[src/logic/rvCorePkg.sv]
/* RV32I multicycle core definitions */

package rvCorePkg;

  typedef enum logic [6:0] {
    opRType     = 7'b0110011,
    opITypeAlu  = 7'b0010011,
    opITypeLoad = 7'b0000011,
    opSType     = 7'b0100011,
    opBType     = 7'b1100011,
    opJal       = 7'b1101111,
    opJalr      = 7'b1100111,
    opLui       = 7'b0110111,
    opAuipc     = 7'b0010111,
    opMiscMem   = 7'b0001111, // fence, runs as a no-op
    opSystem    = 7'b1110011
  } opcodeT;

  typedef enum logic [4:0] {
    stFetch, stDecode, stExecuteR, stExecuteI, stUncondJump,
    stMemAdr, stMemRead, stMemWb, stMemWrite, stBranchEval,
    stLui, stAuipc, stJalrCalc, stJalrLink, stAluWb
  } fsmStateT;

  typedef enum logic {adrPc, adrResult} adrSrcT;
  typedef enum logic [1:0] {srcAPc, srcAOldPc, srcARs1, srcAZero} aluSrcAT;
  typedef enum logic [1:0] {srcBRs2, srcBImm, srcBFour} aluSrcBT;
  typedef enum logic [1:0] {resAluOut, resData, resAluResult} resultSrcT;
  typedef enum logic [1:0] {pcIncrement, pcJump, pcAluOut} pcSrcT;

  typedef enum logic [3:0] {
    aluAdd, aluSub, aluSll, aluSlt, aluSltu, aluXor,
    aluSrl, aluSra, aluOr, aluAnd, aluPassB
  } aluOpT;

  // one instruction word, viewed per encoding format
  typedef union packed {
    struct packed {
      logic [6:0] funct7;
      logic [4:0] rs2;
      logic [4:0] rs1;
      logic [2:0] funct3;
      logic [4:0] rd;
      opcodeT     opcode;
    } r;
    struct packed {
      logic [11:0] imm;
      logic [4:0]  rs1;
      logic [2:0]  funct3;
      logic [4:0]  rd;
      opcodeT      opcode;
    } i;
    struct packed {
      logic [6:0] immHigh;
      logic [4:0] rs2;
      logic [4:0] rs1;
      logic [2:0] funct3;
      logic [4:0] immLow;
      opcodeT     opcode;
    } s;
    struct packed {
      logic       immSign;
      logic [5:0] immMid;   // imm[10:5]
      logic [4:0] rs2;
      logic [4:0] rs1;
      logic [2:0] funct3;
      logic [3:0] immLow;   // imm[4:1]
      logic       immBit11;
      opcodeT     opcode;
    } b;
    struct packed {
      logic [19:0] immUpper;
      logic [4:0]  rd;
      opcodeT      opcode;
    } u;
    struct packed {
      logic       immSign;
      logic [9:0] immLow;   // imm[10:1]
      logic       immBit11;
      logic [7:0] immHigh;  // imm[19:12]
      logic [4:0] rd;
      opcodeT     opcode;
    } j;
  } instrT;

endpackage

[src/logic/coreCtrlIf.sv]
/* Control to datapath link */

`timescale 1ns/1ps

interface coreCtrlIf
  import rvCorePkg::*;
();

  logic      irWrite;
  logic      pcUpdate;
  pcSrcT     pcSrc;
  logic      regWrite;
  adrSrcT    adrSrc;
  aluSrcAT   aluSrcA;
  aluSrcBT   aluSrcB;
  aluOpT     aluOp;
  resultSrcT resultSrc;
  logic [3:0] memStrobe; // all ones only while a store is on the bus

  instrT instr;   // instruction register contents
  logic  zeroFlag;
  logic  aluLsb;  // slt/sltu outcome for the ordered branches

  modport ctrl (
    output irWrite, pcUpdate, pcSrc, regWrite, adrSrc,
    output aluSrcA, aluSrcB, aluOp, resultSrc, memStrobe,
    input  instr, zeroFlag, aluLsb
  );

  modport dp (
    input  irWrite, pcUpdate, pcSrc, regWrite, adrSrc,
    input  aluSrcA, aluSrcB, aluOp, resultSrc, memStrobe,
    output instr, zeroFlag, aluLsb
  );

endinterface

[src/logic/regFile.sv]
/* Register file */

`timescale 1ns/1ps

module regFile (
  input  logic        clk,
  input  logic        reset,
  input  logic [4:0]  readAddrA,
  input  logic [4:0]  readAddrB,
  input  logic [4:0]  writeAddr,
  input  logic        writeEnable,
  input  logic [31:0] writeData,
  output logic [31:0] readDataA,
  output logic [31:0] readDataB
);

  logic [31:0] regs [32];

  always_ff @(posedge clk) begin
    if (reset) begin
      for (int i = 0; i < 32; i++) begin
        regs[i] <= 32'h0;
      end
    end else if (writeEnable && writeAddr != 5'd0) begin
      regs[writeAddr] <= writeData; // x0 stays zero
    end
  end

  assign readDataA = regs[readAddrA];
  assign readDataB = regs[readAddrB];

endmodule

[src/logic/alu.sv]
/* RV32I ALU */

`timescale 1ns/1ps

module alu
  import rvCorePkg::*;
(
  input  logic [31:0] a,
  input  logic [31:0] b,
  input  aluOpT       op,
  output logic [31:0] result,
  output logic        zero
);

  always_comb begin
    case (op)
      aluAdd:   result = a + b;
      aluSub:   result = a - b;
      aluSll:   result = a << b[4:0];
      aluSlt:   result = {31'b0, $signed(a) < $signed(b)};
      aluSltu:  result = {31'b0, a < b};
      aluXor:   result = a ^ b;
      aluSrl:   result = a >> b[4:0];
      aluSra:   result = $unsigned($signed(a) >>> b[4:0]);
      aluOr:    result = a | b;
      aluAnd:   result = a & b;
      aluPassB: result = b; // lui
      default:  result = a + b;
    endcase
  end

  assign zero = (result == 32'h0);

endmodule

[src/logic/controlFsm.sv]
/* Multicycle control FSM */

`timescale 1ns/1ps

module controlFsm
  import rvCorePkg::*;
(
  input  logic clk,
  input  logic reset,
  coreCtrlIf.ctrl ctrl,
  output logic memReq,
  output logic memWrite,
  input  logic memDone
);

  fsmStateT state;
  fsmStateT nextState;
  opcodeT   opcode;
  logic [2:0] funct3;
  logic     branchTaken;

  assign opcode = ctrl.instr.r.opcode;
  assign funct3 = ctrl.instr.r.funct3;

  // funct7 bit 5 picks sub/sra, but addi has no sub form
  function automatic aluOpT decodeAluOp(logic [2:0] f3, logic f7b5, logic isReg);
    aluOpT op;
    case (f3)
      3'b000:  op = (isReg && f7b5) ? aluSub : aluAdd;
      3'b001:  op = aluSll;
      3'b010:  op = aluSlt;
      3'b011:  op = aluSltu;
      3'b100:  op = aluXor;
      3'b101:  op = f7b5 ? aluSra : aluSrl;
      3'b110:  op = aluOr;
      default: op = aluAnd;
    endcase
    return op;
  endfunction

  always_comb begin
    case (funct3)
      3'b000:         branchTaken = ctrl.zeroFlag;  // beq
      3'b001:         branchTaken = !ctrl.zeroFlag; // bne
      3'b100, 3'b110: branchTaken = ctrl.aluLsb;    // blt, bltu
      3'b101, 3'b111: branchTaken = !ctrl.aluLsb;   // bge, bgeu
      default:        branchTaken = 1'b0;
    endcase
  end

  always_comb begin
    nextState = stFetch;
    case (state)
      stFetch:  nextState = memDone ? stDecode : stFetch;
      stDecode: begin
        case (opcode)
          opRType:                nextState = stExecuteR;
          opITypeAlu:             nextState = stExecuteI;
          opITypeLoad, opSType:   nextState = stMemAdr;
          opBType:                nextState = stBranchEval;
          opJal:                  nextState = stUncondJump;
          opJalr:                 nextState = stJalrCalc;
          opLui:                  nextState = stLui;
          opAuipc:                nextState = stAuipc;
          default:                nextState = stFetch; // fence, system, unknown
        endcase
      end
      stMemAdr:     nextState = (opcode == opITypeLoad) ? stMemRead : stMemWrite;
      stMemRead:    nextState = memDone ? stMemWb : stMemRead;
      stMemWrite:   nextState = memDone ? stFetch : stMemWrite;
      stJalrCalc:   nextState = stJalrLink;
      stExecuteR, stExecuteI, stUncondJump, stLui, stAuipc, stJalrLink:
        nextState = stAluWb;
      default:      nextState = stFetch; // memWb, branchEval, aluWb
    endcase
  end

  always_comb begin
    ctrl.irWrite   = 1'b0;
    ctrl.pcUpdate  = 1'b0;
    ctrl.pcSrc     = pcIncrement;
    ctrl.regWrite  = 1'b0;
    ctrl.adrSrc    = adrPc;
    ctrl.aluSrcA   = srcAPc;
    ctrl.aluSrcB   = srcBFour;
    ctrl.aluOp     = aluAdd;
    ctrl.resultSrc = resAluOut;
    ctrl.memStrobe = 4'b0000;
    memReq   = 1'b0;
    memWrite = 1'b0;
    case (state)
      stFetch: begin
        memReq        = 1'b1;
        ctrl.irWrite  = memDone; // alu forms pc + 4 meanwhile
        ctrl.pcUpdate = memDone;
      end
      stDecode: begin // branch and jal target into aluOut
        ctrl.aluSrcA = srcAOldPc;
        ctrl.aluSrcB = srcBImm;
      end
      stExecuteR: begin
        ctrl.aluSrcA = srcARs1;
        ctrl.aluSrcB = srcBRs2;
        ctrl.aluOp   = decodeAluOp(funct3, ctrl.instr.r.funct7[5], 1'b1);
      end
      stExecuteI: begin
        ctrl.aluSrcA = srcARs1;
        ctrl.aluSrcB = srcBImm;
        ctrl.aluOp   = decodeAluOp(funct3, ctrl.instr.r.funct7[5], 1'b0);
      end
      stUncondJump: begin
        ctrl.aluSrcA  = srcAOldPc; // link value
        ctrl.pcSrc    = pcJump;
        ctrl.pcUpdate = 1'b1;
      end
      stMemAdr, stJalrCalc: begin
        ctrl.aluSrcA = srcARs1;
        ctrl.aluSrcB = srcBImm;
      end
      stMemRead: begin
        memReq      = 1'b1;
        ctrl.adrSrc = adrResult;
      end
      stMemWrite: begin
        memReq         = 1'b1;
        memWrite       = 1'b1;
        ctrl.adrSrc    = adrResult;
        ctrl.memStrobe = 4'b1111;
      end
      stMemWb: begin
        ctrl.resultSrc = resData;
        ctrl.regWrite  = 1'b1;
      end
      stBranchEval: begin
        ctrl.aluSrcA  = srcARs1;
        ctrl.aluSrcB  = srcBRs2;
        ctrl.aluOp    = funct3[2] ? (funct3[1] ? aluSltu : aluSlt) : aluSub;
        ctrl.pcSrc    = pcJump;
        ctrl.pcUpdate = branchTaken;
      end
      stLui: begin
        ctrl.aluSrcA = srcAZero;
        ctrl.aluSrcB = srcBImm;
        ctrl.aluOp   = aluPassB;
      end
      stAuipc: begin
        ctrl.aluSrcA = srcAOldPc;
        ctrl.aluSrcB = srcBImm;
      end
      stJalrLink: begin
        ctrl.aluSrcA  = srcAOldPc;
        ctrl.pcSrc    = pcAluOut; // rs1 + imm from jalrCalc, bit 0 dropped
        ctrl.pcUpdate = 1'b1;
      end
      stAluWb: ctrl.regWrite = 1'b1;
      default: ;
    endcase
  end

  always_ff @(posedge clk) begin
    if (reset) state <= stFetch;
    else       state <= nextState;
  end

  stateLegal: assert property (@(posedge clk) disable iff (reset)
    state inside {stFetch, stDecode, stExecuteR, stExecuteI, stUncondJump,
                  stMemAdr, stMemRead, stMemWb, stMemWrite, stBranchEval,
                  stLui, stAuipc, stJalrCalc, stJalrLink, stAluWb});

endmodule

[src/logic/datapath.sv]
/* Multicycle datapath */

`timescale 1ns/1ps

module datapath
  import rvCorePkg::*;
#(
  parameter logic [31:0] resetVector = 32'h0000_0000
) (
  input  logic        clk,
  input  logic        reset,
  coreCtrlIf.dp       dp,
  output logic [31:0] memAddr,
  output logic [31:0] memWdata,
  output logic [3:0]  memStrobeOut,
  input  logic [31:0] memRdata,
  input  logic        memDone
);

  logic [31:0] pc;
  logic [31:0] oldPc;
  instrT       instrReg;
  logic [31:0] aReg;
  logic [31:0] bReg;
  logic [31:0] aluOut;
  logic [31:0] dataReg;
  logic [31:0] rdA;
  logic [31:0] rdB;
  logic [31:0] imm;
  logic [31:0] srcA;
  logic [31:0] srcB;
  logic [31:0] aluResult;
  logic [31:0] result;
  logic [31:0] nextPc;
  logic [3:0]  laneMask;

  assign dp.instr  = instrReg;
  assign dp.aluLsb = aluResult[0];

  regFile i_regFile (
    .clk        (clk),
    .reset      (reset),
    .readAddrA  (instrReg.r.rs1),
    .readAddrB  (instrReg.r.rs2),
    .writeAddr  (instrReg.r.rd),
    .writeEnable(dp.regWrite),
    .writeData  (result),
    .readDataA  (rdA),
    .readDataB  (rdB)
  );

  // immediate by format
  always_comb begin
    case (instrReg.r.opcode)
      opSType: imm = {{20{instrReg.s.immHigh[6]}}, instrReg.s.immHigh, instrReg.s.immLow};
      opBType: imm = {{20{instrReg.b.immSign}}, instrReg.b.immBit11,
                      instrReg.b.immMid, instrReg.b.immLow, 1'b0};
      opLui, opAuipc: imm = {instrReg.u.immUpper, 12'h000};
      opJal:   imm = {{12{instrReg.j.immSign}}, instrReg.j.immHigh,
                      instrReg.j.immBit11, instrReg.j.immLow, 1'b0};
      default: imm = {{20{instrReg.i.imm[11]}}, instrReg.i.imm};
    endcase
  end

  always_comb begin
    case (dp.aluSrcA)
      srcAPc:    srcA = pc;
      srcAOldPc: srcA = oldPc;
      srcARs1:   srcA = aReg;
      default:   srcA = 32'h0;
    endcase
    case (dp.aluSrcB)
      srcBRs2: srcB = bReg;
      srcBImm: srcB = imm;
      default: srcB = 32'd4;
    endcase
  end

  alu i_alu (
    .a     (srcA),
    .b     (srcB),
    .op    (dp.aluOp),
    .result(aluResult),
    .zero  (dp.zeroFlag)
  );

  always_comb begin
    case (dp.resultSrc)
      resAluOut: result = aluOut;
      resData:   result = dataReg;
      default:   result = aluResult;
    endcase
    case (dp.pcSrc)
      pcJump:   nextPc = aluOut;
      pcAluOut: nextPc = {aluOut[31:1], 1'b0};
      default:  nextPc = aluResult; // pc + 4 formed during fetch
    endcase
  end

  assign memAddr = (dp.adrSrc == adrPc) ? pc : result;

  // sb/sh land in the addressed byte lanes
  always_comb begin
    case (instrReg.s.funct3)
      3'b000:  laneMask = 4'b0001 << memAddr[1:0];
      3'b001:  laneMask = 4'b0011 << memAddr[1:0];
      default: laneMask = 4'b1111;
    endcase
  end

  assign memWdata     = bReg << {memAddr[1:0], 3'b000};
  assign memStrobeOut = dp.memStrobe & laneMask;

  always_ff @(posedge clk) begin
    if (reset)            pc <= resetVector;
    else if (dp.pcUpdate) pc <= nextPc;
  end

  always_ff @(posedge clk) begin
    if (dp.irWrite) begin
      instrReg <= memRdata;
      oldPc    <= pc;
    end
    if (memDone) dataReg <= memRdata;
    aReg   <= rdA;
    bReg   <= rdB;
    aluOut <= aluResult;
  end

  pcAligned: assert property (@(posedge clk) disable iff (reset)
    dp.pcUpdate |=> pc[1:0] == 2'b00);

endmodule

[src/logic/apbRequester.sv]
/* APB requester */

`timescale 1ns/1ps

module apbRequester (
  input  logic        clk,
  input  logic        reset,
  input  logic        memReq,
  input  logic        memWrite,
  input  logic [31:0] memAddr,
  input  logic [31:0] memWdata,
  input  logic [3:0]  memStrobe,
  output logic        memDone,
  output logic [31:0] memRdata,
  output logic [31:0] paddr,
  output logic        psel,
  output logic        penable,
  output logic        pwrite,
  output logic [31:0] pwdata,
  output logic [3:0]  pstrb,
  input  logic [31:0] prdata,
  input  logic        pready
);

  localparam logic [1:0] reqIdle   = 2'd0;
  localparam logic [1:0] reqSetup  = 2'd1;
  localparam logic [1:0] reqAccess = 2'd2;

  logic [1:0] state;

  always_ff @(posedge clk) begin
    if (reset) begin
      state <= reqIdle;
    end else begin
      case (state)
        reqIdle:   if (memReq) state <= reqSetup;
        reqSetup:  state <= reqAccess;
        reqAccess: if (pready) state <= reqIdle; // psel falls next cycle
        default:   state <= reqIdle;
      endcase
    end
  end

  // request captured as the setup phase opens
  always_ff @(posedge clk) begin
    if (state == reqIdle && memReq) begin
      paddr  <= memAddr;
      pwrite <= memWrite;
      pwdata <= memWdata;
      pstrb  <= memWrite ? memStrobe : 4'b0000;
    end
  end

  assign psel     = (state != reqIdle);
  assign penable  = (state == reqAccess);
  assign memDone  = penable && pready;
  assign memRdata = prdata;

  enableInSel: assert property (@(posedge clk) disable iff (reset) penable |-> psel);

  holdWhileWait: assert property (@(posedge clk) disable iff (reset)
    penable && !pready |=> $stable(paddr) && $stable(pwrite) && $stable(pwdata));

endmodule

[src/logic/rvMulticycle.sv]
/* RV32I multicycle core, APB memory port */

`timescale 1ns/1ps

module rvMulticycle #(
  parameter logic [31:0] resetVector = 32'h0000_0000
) (
  input  logic        clk,
  input  logic        reset,
  output logic [31:0] paddr,
  output logic        psel,
  output logic        penable,
  output logic        pwrite,
  output logic [31:0] pwdata,
  output logic [3:0]  pstrb,
  input  logic [31:0] prdata,
  input  logic        pready
);

  logic        memReq;
  logic        memWrite;
  logic        memDone;
  logic [31:0] memAddr;
  logic [31:0] memWdata;
  logic [3:0]  memStrobe;
  logic [31:0] memRdata;

  coreCtrlIf coreCtrl ();

  controlFsm i_controlFsm (
    .clk     (clk),
    .reset   (reset),
    .ctrl    (coreCtrl.ctrl),
    .memReq  (memReq),
    .memWrite(memWrite),
    .memDone (memDone)
  );

  datapath #(
    .resetVector(resetVector)
  ) i_datapath (
    .clk         (clk),
    .reset       (reset),
    .dp          (coreCtrl.dp),
    .memAddr     (memAddr),
    .memWdata    (memWdata),
    .memStrobeOut(memStrobe),
    .memRdata    (memRdata),
    .memDone     (memDone)
  );

  apbRequester i_apbRequester (
    .clk      (clk),
    .reset    (reset),
    .memReq   (memReq),
    .memWrite (memWrite),
    .memAddr  (memAddr),
    .memWdata (memWdata),
    .memStrobe(memStrobe),
    .memDone  (memDone),
    .memRdata (memRdata),
    .paddr    (paddr),
    .psel     (psel),
    .penable  (penable),
    .pwrite   (pwrite),
    .pwdata   (pwdata),
    .pstrb    (pstrb),
    .prdata   (prdata),
    .pready   (pready)
  );

endmodule

[config.mk]
export PLATFORM = sky130hd
export DESIGN_NAME = rvMulticycle
export DESIGN_NICKNAME = d
export VERILOG_FILES = /design/src/logic/rvCorePkg.sv /design/src/logic/coreCtrlIf.sv /design/src/logic/regFile.sv /design/src/logic/alu.sv /design/src/logic/controlFsm.sv /design/src/logic/datapath.sv /design/src/logic/apbRequester.sv /design/src/logic/rvMulticycle.sv
export SDC_FILE = /design/constraint.sdc
export NUM_CORES = 2
export LEC_CHECK = 0
export CELL_PAD_IN_SITES_DETAIL_PLACEMENT = 1
export CELL_PAD_IN_SITES_GLOBAL_PLACEMENT = 2
export CORE_MARGIN = 8
export CORE_UTILIZATION = 46
export DETAILED_ROUTE_END_ITERATION = 10
export DONT_BUFFER_PORTS = 1
export GPL_TIMING_DRIVEN = 0
export PLACE_DENSITY_LB_ADDON = 0.1
export SLEW_MARGIN = 25
export SYNTH_ARGS = -nofsm -noshare
export SYNTH_HDL_FRONTEND = slang
export SYNTH_SLANG_ARGS = --single-unit
[constraint.sdc]
create_clock -name clk -period 9.3 [get_ports clk]
set_input_delay 0 -clock clk [delete_from_list [all_inputs] [get_ports clk]]
set_output_delay 0 -clock clk [all_outputs]
set_load 0.05 [all_outputs]
==> flow_metrics.tcl <==
set metrics [dict create \
    hold_class "primary input to flip-flop" \
    rsz0062_at_grt "false" \
    numCtsBuffers 149 \
    synthToLayoutAreaGrowth_pct 14.1 \
    clock_path_buffers 3 \
    syn_avg_cell_area_um2 12.9 \
    cp-end-kind "flip-flop" \
    drv_cap 0 \
    ys_types 94 \
    grtUsageTotal 0.392 \
    status "finished, final reports clean" \
    drive_gt1_frac 0.209 \
    grt_pass1_wl_mm 460 \
    ys.flop_type "edfxtp_1" \
    synth_warnings 0 \
    slew_headroom 0.148 \
    tightest_slew_ns 1.28 \
    synth_edf_count 1189 \
    syn-cell-area_mm2 0.0719 \
    place_area_mm2 0.0764 \
    synthTopCellsByArea "edfxtp_1 (50%), mux4_2 (20%), nor2_1 (6.3%)" \
    finalSetupViolCount 0 \
    initial_core_util 0.462 \
    gp_congestion 1.10 \
    hold_depth 1 \
    utilization 0.527 \
    hp-start "prdata[20]" \
    hpwl_mm 256 \
    ir_drop_mv 0.207 \
    synth_cells 5573 \
    max_stage_delay_ns 0.82 \
    period_needed_ns 9.25 \
    pre_cts_slack_ns -1.99 \
    cts_num_sinks 1323 \
    crit_slowest_cell "a222oi_1" \
    vias 56890 \
    fin_crit_sh 0.995 \
    clk_pin_slew_worst_paths_ns 0.07 \
    final_area_mm2 0.0821 \
    antenna_found_initial 36 \
    cts-root-buf "clkbuf_16" \
    r2r_slack_ns 0.05 \
    required_ns 10.01 \
    p_leak_uw 0.0286 \
    cts_tree "built" \
    seq_area_frac_synth 0.534 \
    crit_type "flip-flop to flip-flop" \
    layout.nets 6049 \
    rows 145 \
    dr.pass1.iters 9 \
    fin_ws_ns 0.0470 \
    worstPathArrival_ns 9.96 \
    insertion_delay_ns 0.81 \
    ant_nets 0 \
    worstSetupStartpointType "flip-flop" \
    fin_skew_ns 0.0717 \
    hold_viol_final 0 \
    drt-vias-per-instance 7.01 \
    mostFrequentLayoutCell "nor2_1" \
    routed_wl_mm 338 \
    ys_ff_latch 1323 \
    dieArea_mm2 0.169 \
    yosysTopAreaCell "edfxtp_1" \
    core_area_mm2 0.156 \
    r2r_end "i_datapath.pc[18]" \
    grt_pass1_vias 56362 \
    ios 106 \
    n_fill_cell 15611 \
    fmax_mhz 108 \
    tns_ns 0 \
    port_buffers 0 \
    drtIter0Drc 8842 \
    worstPathMaxFanout 10 \
    die_x_um 411 \
    reg2reg_from "i_controlFsm.state[2]" \
    grt_max_degree 33 \
    holdPathEnd "i_datapath.dataReg[20]" \
    drc 0 \
    r2r_cells 30 \
    final_cell_mix "nor2_1 (1198), edfxtp_1 (1189), mux4_2 (646)" \
    powerDensity_mw_per_mm2 307 \
    grt-ovfl-total 0 \
    synth_top_area_frac 0.496 \
    synthArstFlopShare 0 \
    timing.final.max_slew_violations 0 \
    htreeDepth 4 \
    die_y_um 411 \
    avgRoutedWirePerCell_um 41.7 \
]
## registers in the layout, summed over array words and instances, names as in the netlist
name / cells
i_apbRequester.paddr: 32
i_apbRequester.pstrb: 4
i_apbRequester.pwdata: 32
i_apbRequester.pwrite: 1
i_apbRequester.state: 2
i_controlFsm.state: 4
i_datapath.aReg: 32
i_datapath.aluOut: 32
i_datapath.bReg: 32
i_datapath.dataReg: 32
i_datapath.dp.instr: 32
i_datapath.i_regFile.regs: 1024
i_datapath.oldPc: 32
i_datapath.pc: 32
## kinds of logic after synthesis
family / Yosys count / synth area share
compound gates: 868 / 0.0807
buf+inv: 644 / 0.0342
other cells: 1 / 0.0000521
fa+ha+maj: 101 / 0.0178
flops: 1323 / 0.534
xor+xnor: 36 / 0.00438
simple gates: 1833 / 0.109
mux: 767 / 0.220
## synthesized netlist by cell type, types with 30 or more instances
| cell | n |
|---|---|
| nand2_1 | 224 |
| xnor2_1 | 30 |
| ha_1 | 99 |
| nand4_1 | 47 |
| o21ai_0 | 147 |
| mux4_2 | 646 |
| nand3_1 | 102 |
| nor2_1 | 1202 |
| edfxtp_1 | 1189 |
| inv_1 | 100 |
| o22ai_1 | 49 |
| dfxtp_1 | 134 |
| nand2b_1 | 47 |
| clkbuf_1 | 446 |
| buf_1 | 76 |
| mux2_2 | 69 |
| mux2i_1 | 52 |
| nor3_1 | 52 |
| a22o_1 | 34 |
| o21a_1 | 48 |
| a21oi_1 | 241 |
## final cells by class
cell class,count,area [um2],share of cell area
buffer,531,2170,0.0264
timing repair buffer,165,1960,0.0238
inverter,106,403,0.00491
tap,2058,2570,0.0314
sequential,1323,38400,0.467
antenna,19,47.5,0.000579
clock inverter,79,811,0.00987
clock buffer,192,3970,0.0484
multi-input combinational,3637,31800,0.387
## through the flow
stage          instances  hold slack (ns)  total power (uW)
2_1_floorplan       5604           0.0989             13900
3_3_place_gp        7662           0.0991             19600
3_5_place_dp        7751           0.0990             18700
4_1_cts             8079          0.00573             24600
5_1_grt             8094           0.0345             25700
6_report            8110           0.0810             25200
## layer usage
layer | GRT usage | vias to the layer above | part of all wire
li1 | - | 22163 | -
met1 | 0.496 | 29672 | 0.36
met2 | 0.585 | 4119 | 0.44
met3 | 0.119 | 924 | 0.12
met4 | 0.255 | 12 | 0.082
met5 | 0 | - | 0.00025
## repair_timing
| action | in CTS | in global routing |
|---|---|---|
| hold endpoints to repair | 159 | 0 |
| pin swaps | 2 | 5 |
| endpoints found under the setup margin | 33 | 32 |
| buffers inserted | 0 | 9 |
| gates resized for setup | 35 | 27 |
| hold buffers | 63 | 0 |
## where the power goes
group          total [uW]  switching (uW)  internal (uW)
clock                5890            2590           3300
combinational       11200            7980           3180
sequential           8180             994           7190
total               25200           11600          13700
## critical path, delay by kind of cell (launching register included)
family	cells	cell delay, ns
flops	1	0.34
simple gates	9	3.02
buf+inv	9	1.78
compound gates	10	3.28
fa+ha+maj	2	0.75
## worst max-delay path by stage
stage / startpoint / end
2_1_floorplan: i_controlFsm.state[1] / i_datapath.pc[10]
3_3_place_gp: i_datapath.dp.instr[4] / i_datapath.pc[14]
3_5_place_dp: i_datapath.dp.instr[4] / i_datapath.pc[18]
4_1_cts: i_controlFsm.state[2] / i_datapath.pc[30]
5_1_grt: i_datapath.dp.instr[6] / i_datapath.pc[18]
6_report: i_controlFsm.state[2] / i_datapath.pc[18]
No activity file was read; power rests on OpenSTA's default activity.
